### src/spif_pkg.sv
// shared widths, cpu i/o map and flash boot constants
// flash bytes are plaintext and the boot image starts at byte 5 of the read
`default_nettype none

package spif_pkg;

  // ====================================================================
  // sizes
  // ====================================================================
  localparam int WIDTH   = 18;                // data cell width
  localparam int CODE_AW = 8;                 // log2 code words
  localparam int DATA_AW = 8;                 // log2 data cells
  localparam int INSN_W  = 16;                // instruction width
  localparam int ADDR_W  = 15;                // cpu address width

  // ====================================================================
  // flash and uart
  // ====================================================================
  localparam logic [7:0]  BASE_BLOCK    = 8'd0;     // first 64KB sector
  localparam logic [7:0]  FAST_READ     = 8'h0B;    // read opcode with dummy
  localparam logic [15:0] UART_RATE_POR = 16'd868;  // baud divisor after reset
  localparam logic [3:0]  F_RATE_POR    = 4'd7;     // slow sclk until told
  localparam logic [2:0]  F_FORMAT_READ = 3'd2;     // cs# low, streaming
  localparam logic [7:0]  ESC_BYTE      = 8'h10;    // 0x10..0x13 are control

  // cpu i/o offsets, i_mem_addr[2:0]
  localparam logic [2:0] IO_RX      = 3'd0;   // rx byte / tx write
  localparam logic [2:0] IO_RXFULL  = 3'd1;
  localparam logic [2:0] IO_TX_RATE = 3'd2;   // tx busy / baud write
  localparam logic [2:0] IO_FLASH   = 3'd3;
  localparam logic [2:0] IO_BOOTING = 3'd5;

  // boot sequencer steps and stream interpreter modes
  localparam logic [2:0] ST_DONE    = 3'd0;
  localparam logic [2:0] ST_HDR0    = 3'd1;   // 1..6 send the read header
  localparam logic [2:0] ST_STREAM  = 3'd7;
  localparam logic [1:0] MODE_CMD   = 2'b00;
  localparam logic [1:0] MODE_DATA  = 2'b01;
  localparam logic [1:0] MODE_DEST  = 2'b10;
  localparam logic [1:0] MODE_COUNT = 2'b11;
  localparam logic [1:0] CLS_MODE   = 2'b11;  // end, or dest/count follows
  localparam logic [1:0] CLS_RATE   = 2'b10;

  // one flash byte, taken as data or as a command
  typedef union packed {
    logic [7:0] raw;
    struct packed {
      logic [1:0] cls;    // 11 end/mode, 10 rate, else data run
      logic       last;   // end of boot
      logic       rst;    // cpu reset level after boot
      logic [1:0] spare;  // bit 2 selects data ram
      logic [1:0] size;   // bytes per word minus one
    } cmd;
  } boot_byte_u;

endpackage

`default_nettype wire
### src/uart_rx_filter.sv
// uart receive filter, 0x10..0x13 never reach the cpu
// 0x10 then x delivers 0x10 + x[1:0], a byte waits in the uart while full
`timescale 1ns/1ps
`default_nettype none

module uart_rx_filter (
  input  logic       clk,
  input  logic       arstn,
  input  logic       i_u_full,
  input  logic [7:0] i_u_din,
  input  logic       i_clear,
  output logic       o_u_rd,
  output logic [7:0] o_rx_byte,
  output logic       o_rx_full
);
  import spif_pkg::*;

  logic       esc;      // last byte was 0x10
  logic       rx_ok;    // uart byte not yet consumed
  logic       is_ctrl;  // 0x10..0x13
  logic       swallow;  // control byte, drop it
  logic       take;     // deliver to holding reg
  logic [7:0] rx_next;

  assign rx_ok   = i_u_full & ~o_u_rd;          // o_u_rd still in flight
  assign is_ctrl = (i_u_din[7:2] == ESC_BYTE[7:2]);
  assign swallow = rx_ok & ~esc & is_ctrl;
  assign take    = rx_ok & ~o_rx_full & (esc | ~is_ctrl);
  assign rx_next = esc ? (ESC_BYTE | {6'd0, i_u_din[1:0]}) : i_u_din;

  // ====================================================================
  // filter state
  // ====================================================================
  always_ff @(posedge clk or negedge arstn) begin
    if (!arstn) begin
      esc       <= 1'b0;
      o_u_rd    <= 1'b0;
      o_rx_full <= 1'b0;
    end else begin
      o_u_rd <= swallow | take;                 // one pulse per byte
      if (i_clear)
        o_rx_full <= 1'b0;                      // cpu read the byte
      if (take)
        o_rx_full <= 1'b1;
      if (swallow)
        esc <= (i_u_din[1:0] == 2'b00);         // only 0x10 escapes
      else if (take)
        esc <= 1'b0;
    end
  end

  // held byte
  always_ff @(posedge clk) begin
    if (take)
      o_rx_byte <= rx_next;
  end

endmodule

`default_nettype wire

### config.mk
export PLATFORM = sky130hd
export DESIGN_NAME = uart_rx_filter
export DESIGN_NICKNAME = d
export VERILOG_FILES = /design/src/spif_pkg.sv /design/src/uart_rx_filter.sv
export SDC_FILE = /design/constraint.sdc
export NUM_CORES = 1
export LEC_CHECK = 0
export ABC_AREA = 0
export BUFFER_PORTS_ARGS = -buffer_cell sky130_fd_sc_hd__buf_2
export CAP_MARGIN = 15
export CORE_AREA = 2 2 39 41
export DETAILED_ROUTE_END_ITERATION = 10
export DIE_AREA = 0 0 41 43
export GPL_TIMING_DRIVEN = 0
export PLACE_DENSITY_LB_ADDON = 0.3
export SLEW_MARGIN = 20
export SYNTH_ARGS = -nofsm -noshare
export SYNTH_HDL_FRONTEND = slang
export SYNTH_SLANG_ARGS = --single-unit
### constraint.sdc
create_clock -name clk -period 2.3 [get_ports clk]
set_input_delay 0.23 -clock clk [delete_from_list [all_inputs] [get_ports clk]]
set_output_delay 0.23 -clock clk [all_outputs]
set_load 0.005 [all_outputs]
==> metrics.sh, run 1 <==
MAXCLOCKFREQUENCY_GHz=0.603
GLOBALROUTEOVERFLOWTOTAL=0
ANTENNA_CELLS_INSERTED=0
SYNTH.LIB_CELLS_USED.DISTINCT=14
SYNTH.FF_LATCH_COUNT=11
SYNTH_TOP_CELL_BY_AREA='sky130_fd_sc_hd__edfxtp_1'
POST_SYNTHESIS_CELLS=28
CRITPATHLAUNCHTYPE='flop'
MIN_DELAY_PATH_DEPTH=2
P_SW_mW=0.108
MULTIINPUTGATEAREA_UM2=140
TIMING.CRITICAL_PATH.SLOWEST_STAGE_CELL='sky130_fd_sc_hd__nor3_2'
CP_SLOWEST_STAGE_DELAY_NS=0.54
WORSTSETUPPATHTYPE='flop to flop'
LAYOUT-DRIVE-GT1-SHARE_PCT=57.4
DRC=0
SYNTHTOPCELLSBYCOUNT='sky130_fd_sc_hd__edfxtp_1 (8), sky130_fd_sc_hd__dfrtp_1 (3), sky130_fd_sc_hd__nor2b_1 (3)'
TRITONCTS_CLOCK_TREE='done'
ASYNCSETRESETFLOPFRACSYNTH_PCT=27.3
NETSWITCHINGFRACTION_PCT=24.1
DIE_WIDTH_UM=41
CELLLEAKAGEPOWER_nW=0.270
REG2REG_SETUP_SLACK_NS=0.64
PROPORTION_OF_SYNTHESIZED_CHIP_AREA_IN_SEQUENTIAL_CELLS_PCT=70.0
SYNTH_EDF_COUNT=8
WORST_SKEW_LATE_LATENCY_NS=0.26
TRITONCTS.NUM_BUFFERS=3
HEADROOM_TO_THE_MAX_SLEW_LIMIT_PCT=56.6
R2R-END='o_rx_byte[3]'
GP_CONGESTION=0.672
REQUIRED_NS=2.20
CRITPATHARRIVALTIME_NS=1.56
POST_CTS.REPAIR.SETUP_BUFFERS=0
FINAL-SEQ-AREA_UM2=315
CTS.HOLD.BUFFERS_ADDED=1
PRE_CTS_SLACK_NS=0.303
DIE_AR_UM2=1760
PIN_COUNT_OF_THE_BIGGEST_NET_ENTERING_GLOBAL_ROUTING=9
IR_WORST_VDD_uV=388
NFILLCELLS=132
TOTALNEGATIVESETUPSLACK_NS=0
WORSTPATHMAXFANOUT=8
CP-END-KIND='flop'
POST_CTS_RESIZED=0
GRT_PASS1_VIAS=303
TIMING.CRITICAL_PATH.CELLS='nor4b_4 > and2_1 > nor3_2'
TIMING_WORST_SLEW_PIN_VALUE_NS=0.648
SYNTHTOLAYOUTAREAGROWTH_PCT=36.9
SYNTH-WARNING-COUNT=0
TIMING.FINAL.WS_SETUP_NS=0.643
MOST_NUMEROUS_CELL_IN_THE_YOSYS_NETLIST='sky130_fd_sc_hd__edfxtp_1'
SYNTH.NET_COUNT=40
CLOCKPOWERSHARE_PCT=29.5
ROUTE.VIAS.TOTAL=311
DRT_PASS1_ITERATIONS=2
TIMING_HOLD_VIOLATIONS_FINAL=0
SYN_AREA_PER_CELL_UM2=16.1
CTS_HTREE_LEVELS=1
LAYOUT.NETS=67
DRV_SLEW=0
GLOBAL_ROUTE_USAGE_OVER_ALL_LAYERS_PCT=11.0
R2R_START='esc'
DRT-WIRELENGTH-PER-CELL_UM=11.3
ROW_COUNT=14
SYNTH_AREA_LEADERS='sky130_fd_sc_hd__edfxtp_1 (53%), sky130_fd_sc_hd__dfrtp_1 (17%), sky130_fd_sc_hd__nor4b_4 (5.3%), sky130_fd_sc_hd__nor2b_1 (4.2%), sky130_fd_sc_hd__and2b_2 (3.9%)'
DETAIL_ROUTE.VIAS_PER_CELL=4.44
SHARE_COMB_OF_TOTAL_POWER_PCT=14.5
CELLPOWERDENSITY_nW_PER_UM2=725
ANTENNA_FOUND_INITIAL=0
SHARE_SEQ_OF_TOTAL_POWER_PCT=56.1
RR_WORST_DEPTH=3
FINAL_PERIOD_MINUS_WORST_SETUP_SLACK_NS=1.66
OUTCOME='complete, no violations'
SYNTHESIZED_CELL_AREA_UM2=450
CTS-ROOT-BUF='sky130_fd_sc_hd__clkbuf_4'
DETAILEDROUTE.FIRSTITERATIONVIOLATIONS=1
HP-START='i_u_din[0]'
DRT.ANTENNA.VIOLATING_NETS=0
YS_DOMINANT_REG_CELL='sky130_fd_sc_hd__edfxtp_1'
SYNTHDOMINANTCELLAREASHARE_PCT=53.3
CLK_PIN_SLEW_WORST_PATHS_NS=0.07
MAX-CAP-VIOLATIONS=0
MIN_PATH_TYPE='input port to flop'
CLOCK-SINKS=11
FLOORPLAN.DIE.HEIGHT_UM=43
INITIAL_UTILIZATION_PCT=32.5
IOS=22
PERIOD_UTILIZATION_PCT=72.0
RSZ0062_AT_GRT='false'
NUMPORTBUFFERS=21
TIMING.CLOCK.SKEW_NS=0.00200
WL_UM=791
CTS.PATH.MAX_BUFFERS=2
P_INT_mW=0.340
GRT_FIRST_PASS_WIRELENGTH_UM=1240
CORE-AREA_UM2=1380
WHS_ENDPOINT='esc'
TIMING.FINAL.SETUP_VIOLATIONS=0
## kinds of logic after synthesis
logic type / count (synthesis) / share of synthesized area [%]
DFF: 11 / 70.0
AOI/OAI and AO/OA: 4 / 7.50
and+or+nand+nor: 13 / 22.5
## metal layers
layer / part of all wire, % / up-vias / global-route usage (%)
met5: 0 / - / 0
met4: 0 / 0 / 6.00
met3: 7.5 / 0 / 4.71
met2: 56 / 14 / 17.8
met1: 36 / 141 / 11.0
li1: - / 156 / -
## sequential cells by signal, indices dropped and copies added (netlist names)
register	flops
o_rx_byte	8
esc	1
o_rx_full	1
o_u_rd	1
## cell type report
class / count / area share, %
clock buffers: 4 / 4.26
multi-input cells: 17 / 22.7
flip-flops and latches: 11 / 51.1
well taps: 16 / 3.25
repair buffers: 22 / 18.7
## per-stage QoR
stage          utilization [%]  power (mW)  cells  area [um^2]  hold WS [ns]
2_1_floorplan                -       0.280     28          450       -0.0656
3_3_place_gp              41.6       0.316     65          576        0.0282
3_5_place_dp              41.6       0.319     65          576        0.0309
4_1_cts                   44.2       0.449     70          612         0.164
5_1_grt                   44.6       0.471     70          617         0.158
6_report                  44.6       0.448     70          617         0.162
## power by group through the flow
stage          sequential [mW]  combinational (mW)  clock [mW]
2_1_floorplan            0.257              0.0233           0
3_3_place_gp             0.253              0.0621           0
3_5_place_dp             0.255              0.0635           0
4_1_cts                  0.251              0.0649       0.133
5_1_grt                  0.254              0.0730       0.144
6_report                 0.251              0.0648       0.132
## how the worst max path moves through the flow
stage	start	end	slack (ns)	depth (start not counted)
floorplan	esc	o_rx_byte[0]	0.63	3
CTS	esc	o_rx_byte[3]	0.29	3
global placement	esc	o_rx_byte[4]	0.37	3
detailed placement	esc	o_rx_byte[5]	0.30	3
global route	esc	o_rx_byte[4]	0.54	3
finish	esc	o_rx_byte[3]	0.64	3
## critical path: cells and delay by family (launching register included)
family | cells | cell delay (ns)
and+or+nand+nor | 3 | 0.79
DFF | 1 | 0.50
## layout by cell type, fill, tap and decap left out, drive strengths merged
cell type / synthesis / routed
o31ai: 1 / 1
dfrtp: 3 / 3
a21oi: 1 / 1
nor4b: 1 / 1
and2b: 2 / 2
nand2b: 2 / 2
nand2: 1 / 1
nor2b: 3 / 3
edfxtp: 8 / 8
dlygate4sd3: 0 / 1
and2: 1 / 1
o41ai: 1 / 1
o21ai: 1 / 1
nor3: 2 / 2
buf: 0 / 21
clkbuf: 0 / 4
or2: 1 / 1
(Power assumes the default switching activity.)
==> run 2, diff against run 1 <==
ABC_AREA = 1   (was 0)
CORE_AREA = not set   (was 2 2 39 41)
CORE_MARGIN = 2   (was not set)
CORE_UTILIZATION = 35   (was not set)
DIE_AREA = not set   (was 0 0 41 43)
clock period = 1.54 ns   (was 2.3 ns; I/O delays follow)
==> run 2 against run 1 <==
  * Critical path depth is 2 higher
  * Routed wire length is 5.4% higher
  * Setup slack worse by 0.40 ns
  * Non-clock buffer count is 1 higher
  * Critical endpoint is now o_rx_byte[0]
==> metrics.sh, run 2 <==
TRITONCTS_CLOCK_TREE='done'
CLK_PIN_SLEW_WORST_PATHS_NS=0.07  # about the same
MOSTFREQUENTLAYOUTCELL='sky130_fd_sc_hd__buf_2'
HEADROOM_TO_THE_MAX_SLEW_LIMIT_PCT=79.0  # +22 points
GRT_PASS1_VIAS=291  # -4.0%
OUTCOME='complete, no violations'
CTS_HTREE_LEVELS=1  # unchanged
CORE-AREA_UM2=1280  # -7.1%
PIN_COUNT_OF_THE_BIGGEST_NET_ENTERING_GLOBAL_ROUTING=10  # +1
SYNTH-WARNING-COUNT=0  # unchanged
MOST_NUMEROUS_CELL_IN_THE_YOSYS_NETLIST='sky130_fd_sc_hd__nor2_1'
WORST_SKEW_LATE_LATENCY_NS=0.26  # about the same
DIE_AR_UM2=1670  # -5.5%
ROUTE.VIAS.TOTAL=365  # +17%
NUMPORTBUFFERS=21  # unchanged
GRT_FIRST_PASS_WIRELENGTH_UM=1150  # -6.7%
POST_CTS_RESIZED=0  # unchanged
WORSTSETUPPATHTYPE='flop to flop'
DETAIL_ROUTE.VIAS_PER_CELL=4.35  # -2.2%
ASYNCSETRESETFLOPFRACSYNTH_PCT=27.3  # unchanged
P_SW_mW=0.163  # +51%
HPWL_UM=622
SYNTH_TOP_CELL_BY_AREA='sky130_fd_sc_hd__edfxtp_1'
LAYOUT.CORE_UTILIZATION_PCT=49.4  # +4.8 points
SYNTHESIZED_CELL_AREA_UM2=474  # +5.3%
DP_CELLS=79  # +22%
WORST_SETUP_PATH_STARTPOINT='o_u_rd'
CLOCK-SINKS=11  # unchanged
LARGEST_REGISTER='o_rx_byte'
SYNTHTOPCELLSBYCOUNT='sky130_fd_sc_hd__nor2_1 (9), sky130_fd_sc_hd__edfxtp_1 (8), sky130_fd_sc_hd__inv_1 (8)'
SYNTH.NET_COUNT=55  # +38%
RSZ0062_AT_GRT='false'
ANTENNA_CELLS_INSERTED=0  # unchanged
GP_CONGESTION=0.709  # +5.5%
CTS-ROOT-BUF='sky130_fd_sc_hd__clkbuf_4'
PRE_CTS_SLACK_NS=0.253  # -0.0494 ns
REG2REG_SETUP_SLACK_NS=0.25  # -0.40 ns
FINALNONFILLERCELLS=84  # +20%
DRT.ANTENNA.VIOLATING_NETS=0  # unchanged
SHARE_SEQ_OF_TOTAL_POWER_PCT=55.8  # -0.3 points
FLOORPLAN.DIE.HEIGHT_UM=40.8  # -5.1%
SYN_AREA_PER_CELL_UM2=11.0  # -31%
SYNTH_AREA_LEADERS='sky130_fd_sc_hd__edfxtp_1 (51%), sky130_fd_sc_hd__dfrtp_1 (16%), sky130_fd_sc_hd__nor2_1 (7.1%), sky130_fd_sc_hd__inv_1 (6.3%), sky130_fd_sc_hd__nand2_1 (4.7%)'
TIMING_HOLD_VIOLATIONS_FINAL=0  # unchanged
YS_DOMINANT_REG_CELL='sky130_fd_sc_hd__edfxtp_1'
LAYOUT.CELLS.MOST_COMMON_LIST='sky130_fd_sc_hd__buf_2 (21), sky130_fd_sc_hd__nor2_1 (9), sky130_fd_sc_hd__inv_1 (8), sky130_fd_sc_hd__edfxtp_1 (8), sky130_fd_sc_hd__nand2_1 (6)'
WORSTPATHMAXFANOUT=8  # unchanged
DRT_PASS1_ITERATIONS=4  # +2
LAYOUT-DRIVE-GT1-SHARE_PCT=44.9  # -12 points
SYNTH.FF_LATCH_COUNT=11  # unchanged
DRV_SLEW=0  # unchanged
WORST_SETUP_PATH_ENDPOINT='o_rx_byte[0]'
DRC=0  # unchanged
TIMING.FINAL.SETUP_VIOLATIONS=0  # unchanged
SYNTH_EDF_COUNT=8  # unchanged
MAX-CAP-VIOLATIONS=0  # unchanged
CRITPATHARRIVALTIME_NS=1.23  # -0.33 ns
HOLD_SLACK_NS=0.0907  # -0.0711 ns
TIMING_WORST_SLEW_PIN_VALUE_NS=0.315  # -0.333 ns
NFILLCELLS=117  # -11%
CP-END-KIND='flop'
TIMING.FINAL.WS_SETUP_NS=0.246  # -0.397 ns
R2R_START='o_u_rd'
GLOBAL_ROUTE_USAGE_OVER_ALL_LAYERS_PCT=11.2  # +0.24 points
TRITONCTS.NUM_BUFFERS=3  # unchanged
DIE_WIDTH_UM=40.8  # -0.46%
ROW_COUNT=13  # -1
DETAILEDROUTE.FIRSTITERATIONVIOLATIONS=7  # +6
SHARE_COMB_OF_TOTAL_POWER_PCT=15.5  # +1.0 points
REQUIRED_NS=1.48  # -0.72 ns
SYNTHTOLAYOUTAREAGROWTH_PCT=33.8
PERIOD_UTILIZATION_PCT=84.0  # +12 points
MAX_REG_FLOPS=8  # unchanged
IOS=22  # unchanged
POST_SYNTHESIS_CELLS=43  # +54%
RR_WORST_DEPTH=5  # +2
TOTALNEGATIVESETUPSLACK_NS=0  # unchanged
PROPORTION_OF_SYNTHESIZED_CHIP_AREA_IN_SEQUENTIAL_CELLS_PCT=66.5  # -3.5 points
POST_CTS.REPAIR.SETUP_BUFFERS=0  # unchanged
MAXCLOCKFREQUENCY_GHz=0.773  # +28%
NETSWITCHINGFRACTION_PCT=24.4  # +0.26 points
WL_UM=834  # +5.4%
DRT-WIRELENGTH-PER-CELL_UM=9.93  # -12%
GLOBALROUTEOVERFLOWTOTAL=0  # unchanged
MIN_PATH_TYPE='input port to flop'
CRITPATHLAUNCHTYPE='flop'
ANTENNA_FOUND_INITIAL=0  # unchanged
LAYOUT.NETS=82  # +22%
FINAL_PERIOD_MINUS_WORST_SETUP_SLACK_NS=1.29  # -0.363 ns
SYNTHDOMINANTCELLAREASHARE_PCT=50.7  # -2.7 points
R2R-END='o_rx_byte[0]'
P_INT_mW=0.506  # +49%
CELLLEAKAGEPOWER_nW=0.323  # +20%
CELLPOWERDENSITY_nW_PER_UM2=1050  # +45%
CLOCKPOWERSHARE_PCT=28.7  # -0.8 points
SYNTH.LIB_CELLS_USED.DISTINCT=13  # -1
IR_WORST_VDD_uV=611  # +57%
INITIAL_UTILIZATION_PCT=36.9  # +4.4 points
TIMING.CLOCK.SKEW_NS=0.00192  # -0.0000765 ns
CTS.PATH.MAX_BUFFERS=2  # unchanged
[run 2: cell count changes after synthesis, moves of 2 or more]
cell / previous run / this run
sky130_fd_sc_hd__nor2_1: 0 / 9
sky130_fd_sc_hd__inv_1: 0 / 8
sky130_fd_sc_hd__nand2_1: 0 / 6
sky130_fd_sc_hd__nor2b_1: 3 / 0
sky130_fd_sc_hd__and2b_2: 2 / 0
sky130_fd_sc_hd__nand2b_1: 2 / 0
sky130_fd_sc_hd__nor3_1: 2 / 0
[run 2: stage by stage]
stage          power (mW)  area [um^2]
2_1_floorplan       0.427          474
3_3_place_gp        0.481          598
3_5_place_dp        0.483          598
4_1_cts             0.679          634
5_1_grt             0.707          634
6_report            0.669          634
[run 2: cell type report]
class / instances / area, um^2 / area share (%)
Sequential cell: 11 / 315 / 49.7
Multi-Input combinational cell: 23 / 118 / 18.5
Timing Repair Buffer: 22 / 115 / 18.1
Inverter: 8 / 30.0 / 4.73
Clock buffer: 4 / 26.3 / 4.14
Tap cell: 15 / 18.8 / 2.96
Buffer: 1 / 11.3 / 1.78
[run 2: critical path, stage by stage, from the launching register on]
cell	delay, ns
sky130_fd_sc_hd__dfrtp_1	0.39
sky130_fd_sc_hd__inv_1	0.06
sky130_fd_sc_hd__nand2_1	0.09
sky130_fd_sc_hd__nor2_1	0.13
sky130_fd_sc_hd__nand2_2	0.07
sky130_fd_sc_hd__inv_1	0.24
[run 2: repair_timing]
action                                  in CTS  in global routing
endpoints found under the setup margin       0                  0
endpoints found under the hold margin        3                  0
hold buffers                                 1                  0
[run 2: power groups by stage]
stage | logic, mW | registers [mW] | clock network (mW)
after floorplan | 0.0432 | 0.384 | 0
after global placement | 0.103 | 0.378 | 0
after detailed placement | 0.104 | 0.379 | 0
after CTS | 0.106 | 0.373 | 0.200
after global routing | 0.119 | 0.377 | 0.211
final | 0.104 | 0.373 | 0.192
[run 2: worst min path at each step]
stage	slack, ns	startpoint	cells past startpoint	end
detailed placement	-0.04	arstn	1	esc
floorplan	-0.14	arstn	0	esc
global route	0.09	i_u_din[1]	1	o_rx_byte[1]
finish	0.09	i_u_din[0]	1	o_rx_byte[0]
CTS	0.09	i_u_din[0]	1	o_rx_byte[0]
global placement	-0.05	arstn	1	o_u_rd
[run 2: cell families (layout without fill, tap and decap cells)]
kind of cell / count (synthesis) / count (layout) / synth area share (%)
flops: 11 / 11 / 66.5
buf+inv: 9 / 35 / 8.71
compound gates: 2 / 2 / 2.90
simple gates: 21 / 21 / 21.9
[run 2: layer usage]
metal / track usage [%] / up-vias / share of wire [%] / routed length (um)
met4: 7.50 / 0 / 2.9 / 24
li1: - / 185 / - / -
met3: 3.26 / 4 / 7.7 / 64
met5: 0 / - / 0 / 0
met2: 18.8 / 20 / 49 / 410
met1: 12.0 / 156 / 40 / 334
==> run 3, diff against run 2 <==
clock period = 1.1 ns   (was 1.54 ns; I/O delays follow)
==> run 3 against run 2 <==
  * Non-clock buffer count rose by 3
  * Global-route usage rose by 0.97 points
  * Clock power increased by 36%
  * First-iteration DRC count is 86% lower
  * Via count shrank 2.5%
  * Combinational power rose by 72%
  * Register-to-register slack got worse by 0.23 ns
  * Clock skew barely moved
  * Die area did not move
  * Utilization rose by 3.9 points
  * Setup slack lost 0.23 ns
==> metrics.sh, run 3 (synthesized netlist as in run 2, its figures left out) <==
NFILLCELLS=117  # unchanged
FLOORPLAN.DIE.HEIGHT_UM=40.8  # unchanged
MAXCLOCKFREQUENCY_GHz=0.925  # +20%
PERIOD_UTILIZATION_PCT=98.3  # +14 points
TIMING_HOLD_VIOLATIONS_FINAL=0  # unchanged
ANTENNA_CELLS_INSERTED=0  # unchanged
P_SW_mW=0.245  # +50%
TRITONCTS_CLOCK_TREE='done'
DETAILEDROUTE.FIRSTITERATIONVIOLATIONS=1  # -6
CRITPATHARRIVALTIME_NS=1.11  # -0.12 ns
MIN_PATH_TYPE='input port to flop'
DIE_AR_UM2=1670  # unchanged
CLOCK-SINKS=11  # unchanged
DETAIL_ROUTE.VIAS_PER_CELL=4.09  # -5.8%
MAX-CAP-VIOLATIONS=0  # unchanged
LAYOUT.CORE_UTILIZATION_PCT=53.3  # +3.9 points
NETSWITCHINGFRACTION_PCT=25.3  # +0.96 points
GRT_PASS1_VIAS=313  # +7.6%
FINALNONFILLERCELLS=87  # +3.6%
IOS=22  # unchanged
CLOCKPOWERSHARE_PCT=27.1  # -1.6 points
ROUTE.VIAS.TOTAL=356  # -2.5%
HPWL_UM=669  # +7.5%
ROUTE.TOP_LAYER_USED='met3'
DP_CELLS=79  # unchanged
TIMING.CLOCK.SKEW_NS=0.00144  # -0.000479 ns
DRT.ANTENNA.VIOLATING_NETS=0  # unchanged
MIN_DELAY_PATH_DEPTH=1  # unchanged
CTS-ROOT-BUF='sky130_fd_sc_hd__clkbuf_4'
WHS_ENDPOINT='o_rx_byte[0]'
LAYOUT.CELLS.MOST_COMMON_LIST='sky130_fd_sc_hd__buf_2 (21), sky130_fd_sc_hd__nor2_1 (8), sky130_fd_sc_hd__edfxtp_1 (8)'
DRT_PASS1_ITERATIONS=2  # -2
LARGEST_REGISTER='o_rx_byte'
CELLPOWERDENSITY_nW_PER_UM2=1420  # +34%
DRV_SLEW=0  # unchanged
GLOBAL_ROUTE_USAGE_OVER_ALL_LAYERS_PCT=12.2  # +0.97 points
INITIAL_UTILIZATION_PCT=36.9  # unchanged
ROW_COUNT=13  # unchanged
CELLLEAKAGEPOWER_nW=0.341  # +5.7%
PIN_COUNT_OF_THE_BIGGEST_NET_ENTERING_GLOBAL_ROUTING=10  # unchanged
R2R_START='esc'
WORST_SKEW_LATE_LATENCY_NS=0.26  # about the same
WL_UM=858  # +2.9%
CORE-AREA_UM2=1280  # unchanged
LAYOUT-DRIVE-GT1-SHARE_PCT=52.8  # +7.9 points
R2R-END='o_rx_byte[1]'
SHARE_SEQ_OF_TOTAL_POWER_PCT=54.5  # -1.3 points
IR_WORST_VDD_uV=784  # +28%
HEADROOM_TO_THE_MAX_SLEW_LIMIT_PCT=85.2  # +6.2 points
FINAL_PERIOD_MINUS_WORST_SETUP_SLACK_NS=1.08  # -0.212 ns
TRITONCTS.NUM_BUFFERS=3  # unchanged
REQUIRED_NS=1.13  # -0.35 ns
CTS_HTREE_LEVELS=1  # unchanged
TIMING.FINAL.WS_SETUP_NS=0.0184  # -0.228 ns
GLOBALROUTEOVERFLOWTOTAL=0  # unchanged
RR_WORST_DEPTH=5  # unchanged
LAYOUT.NETS=85  # +3.7%
TIMING.CRITICAL_PATH.SLOWEST_STAGE_CELL='sky130_fd_sc_hd__dfrtp_1'
P_INT_mW=0.723  # +43%
GRT_FIRST_PASS_WIRELENGTH_UM=1270  # +10%
WORST_SETUP_PATH_STARTPOINT='esc'
ROUTED-WL-MET2_UM=438  # +6.8%
NUMPORTBUFFERS=21  # unchanged
CP-END-KIND='flop'
ANTENNA_FOUND_INITIAL=0  # unchanged
RSZ0062_AT_GRT='true'
TIMING.CRITICAL_PATH.CELLS='buf_6 > nor3_4 > nand2_2 > nand2_4 > inv_8'
REG2REG_SETUP_SLACK_NS=0.02  # -0.23 ns
DETAILROUTE.WIRELENGTH.MET3_UM=47  # -27%
DRC=0  # unchanged
SHARE_COMB_OF_TOTAL_POWER_PCT=18.5  # +3.0 points
PRE_CTS_SLACK_NS=-0.0305  # -0.284 ns
DRT-WIRELENGTH-PER-CELL_UM=9.86  # -0.67%
OUTCOME='complete, no violations'
SYNTHTOLAYOUTAREAGROWTH_PCT=44.3
CRITPATHLAUNCHTYPE='flop'
WORSTSETUPPATHTYPE='flop to flop'
CP_SLOWEST_STAGE_DELAY_NS=0.38  # about the same
TIMING.FINAL.SETUP_VIOLATIONS=0  # unchanged
MAX_REG_FLOPS=8  # unchanged
HP-START='i_u_din[0]'
GP_CONGESTION=0.755  # +6.5%
DETAIL_ROUTE.WIRELENGTH.MET1_UM=372  # +11%
DIE_WIDTH_UM=40.8  # unchanged
MOSTFREQUENTLAYOUTCELL='sky130_fd_sc_hd__buf_2'
CTS.PATH.MAX_BUFFERS=2  # unchanged
CLK_PIN_SLEW_WORST_PATHS_NS=0.06  # about the same
TIMING_WORST_SLEW_PIN_VALUE_NS=0.222  # -0.0926 ns
WORSTPATHMAXFANOUT=8  # unchanged
run 3: cell count changes in the layout (fill, tap and decap cells not counted):
cell                      change
sky130_fd_sc_hd__buf_4        +3
sky130_fd_sc_hd__inv_1        -2
sky130_fd_sc_hd__nand2_4      +2
sky130_fd_sc_hd__inv_2        +1
sky130_fd_sc_hd__inv_8        +1
sky130_fd_sc_hd__nand2_1      -1
sky130_fd_sc_hd__nand2_2      -1
sky130_fd_sc_hd__nor2_1       -1
sky130_fd_sc_hd__nor2_4       +1
run 3: critical path: cells and delay by family (launching register included):
kind                   cells  cell delay [ns]
DFF                        1             0.38
and+or+nand+nor            3             0.29
buffers and inverters      2             0.18
run 3: layout make-up:
| cell class | instances | area [um^2] | share of cell area (%) |
|---|---|---|---|
| Sequential cell | 11 | 315 | 46.1 |
| Multi-Input combinational cell | 23 | 138 | 20.1 |
| Timing Repair Buffer | 25 | 138 | 20.1 |
| Inverter | 8 | 37.5 | 5.48 |
| Clock buffer | 4 | 26.3 | 3.84 |
| Tap cell | 15 | 18.8 | 2.74 |
| Buffer | 1 | 11.3 | 1.65 |
run 3: worst max-delay path by stage:
stage	to	slack (ns)	cells past startpoint
final	o_rx_byte[1]	0.02	5
after global routing	o_rx_byte[1]	-0.01	5
after detailed placement	o_rx_byte[5]	-0.03	5
after floorplan	o_rx_byte[0]	0.02	5
after CTS	o_rx_byte[5]	-0.009	5
after global placement	o_rx_byte[4]	-0.02	5
run 3: per-stage QoR:
stage / setup TNS, ns / hold slack [ns] / power (mW) / cell area (um^2)
floorplan: 0 / -0.186 / 0.602 / 477
global placement: -0.165 / -0.0925 / 0.677 / 601
detailed placement: -0.243 / -0.0889 / 0.684 / 601
CTS: -0.0667 / 0.0374 / 0.958 / 649
global route: -0.0585 / 0.0354 / 1.03 / 684
finish: 0 / 0.0420 / 0.969 / 684
run 3: metal layers:
| metal | track usage, % | up-vias |
|---|---|---|
| met2 | 20.3 | 14 |
| met3 | 1.63 | 0 |
| li1 | - | 193 |
| met4 | 7.50 | 0 |
| met1 | 14.5 | 149 |
| met5 | 0 | - |
run 3: power by group through the flow:
| stage | Sequential, mW | Clock, mW | Combinational [mW] |
|---|---|---|---|
| after floorplan | 0.537 | 0 | 0.0656 |
| after global placement | 0.529 | 0 | 0.148 |
| after detailed placement | 0.532 | 0 | 0.152 |
| after CTS | 0.524 | 0.274 | 0.159 |
| after global routing | 0.534 | 0.291 | 0.201 |
| final | 0.528 | 0.262 | 0.179 |
run 3: timing repair:
action | in CTS | in global routing
buffers inserted | 1 | 2
pin swaps | 2 | 2
endpoints found under the hold margin | 3 | 0
gates resized for setup | 2 | 6
hold buffers | 1 | 0
setup endpoints to repair | 8 | 8
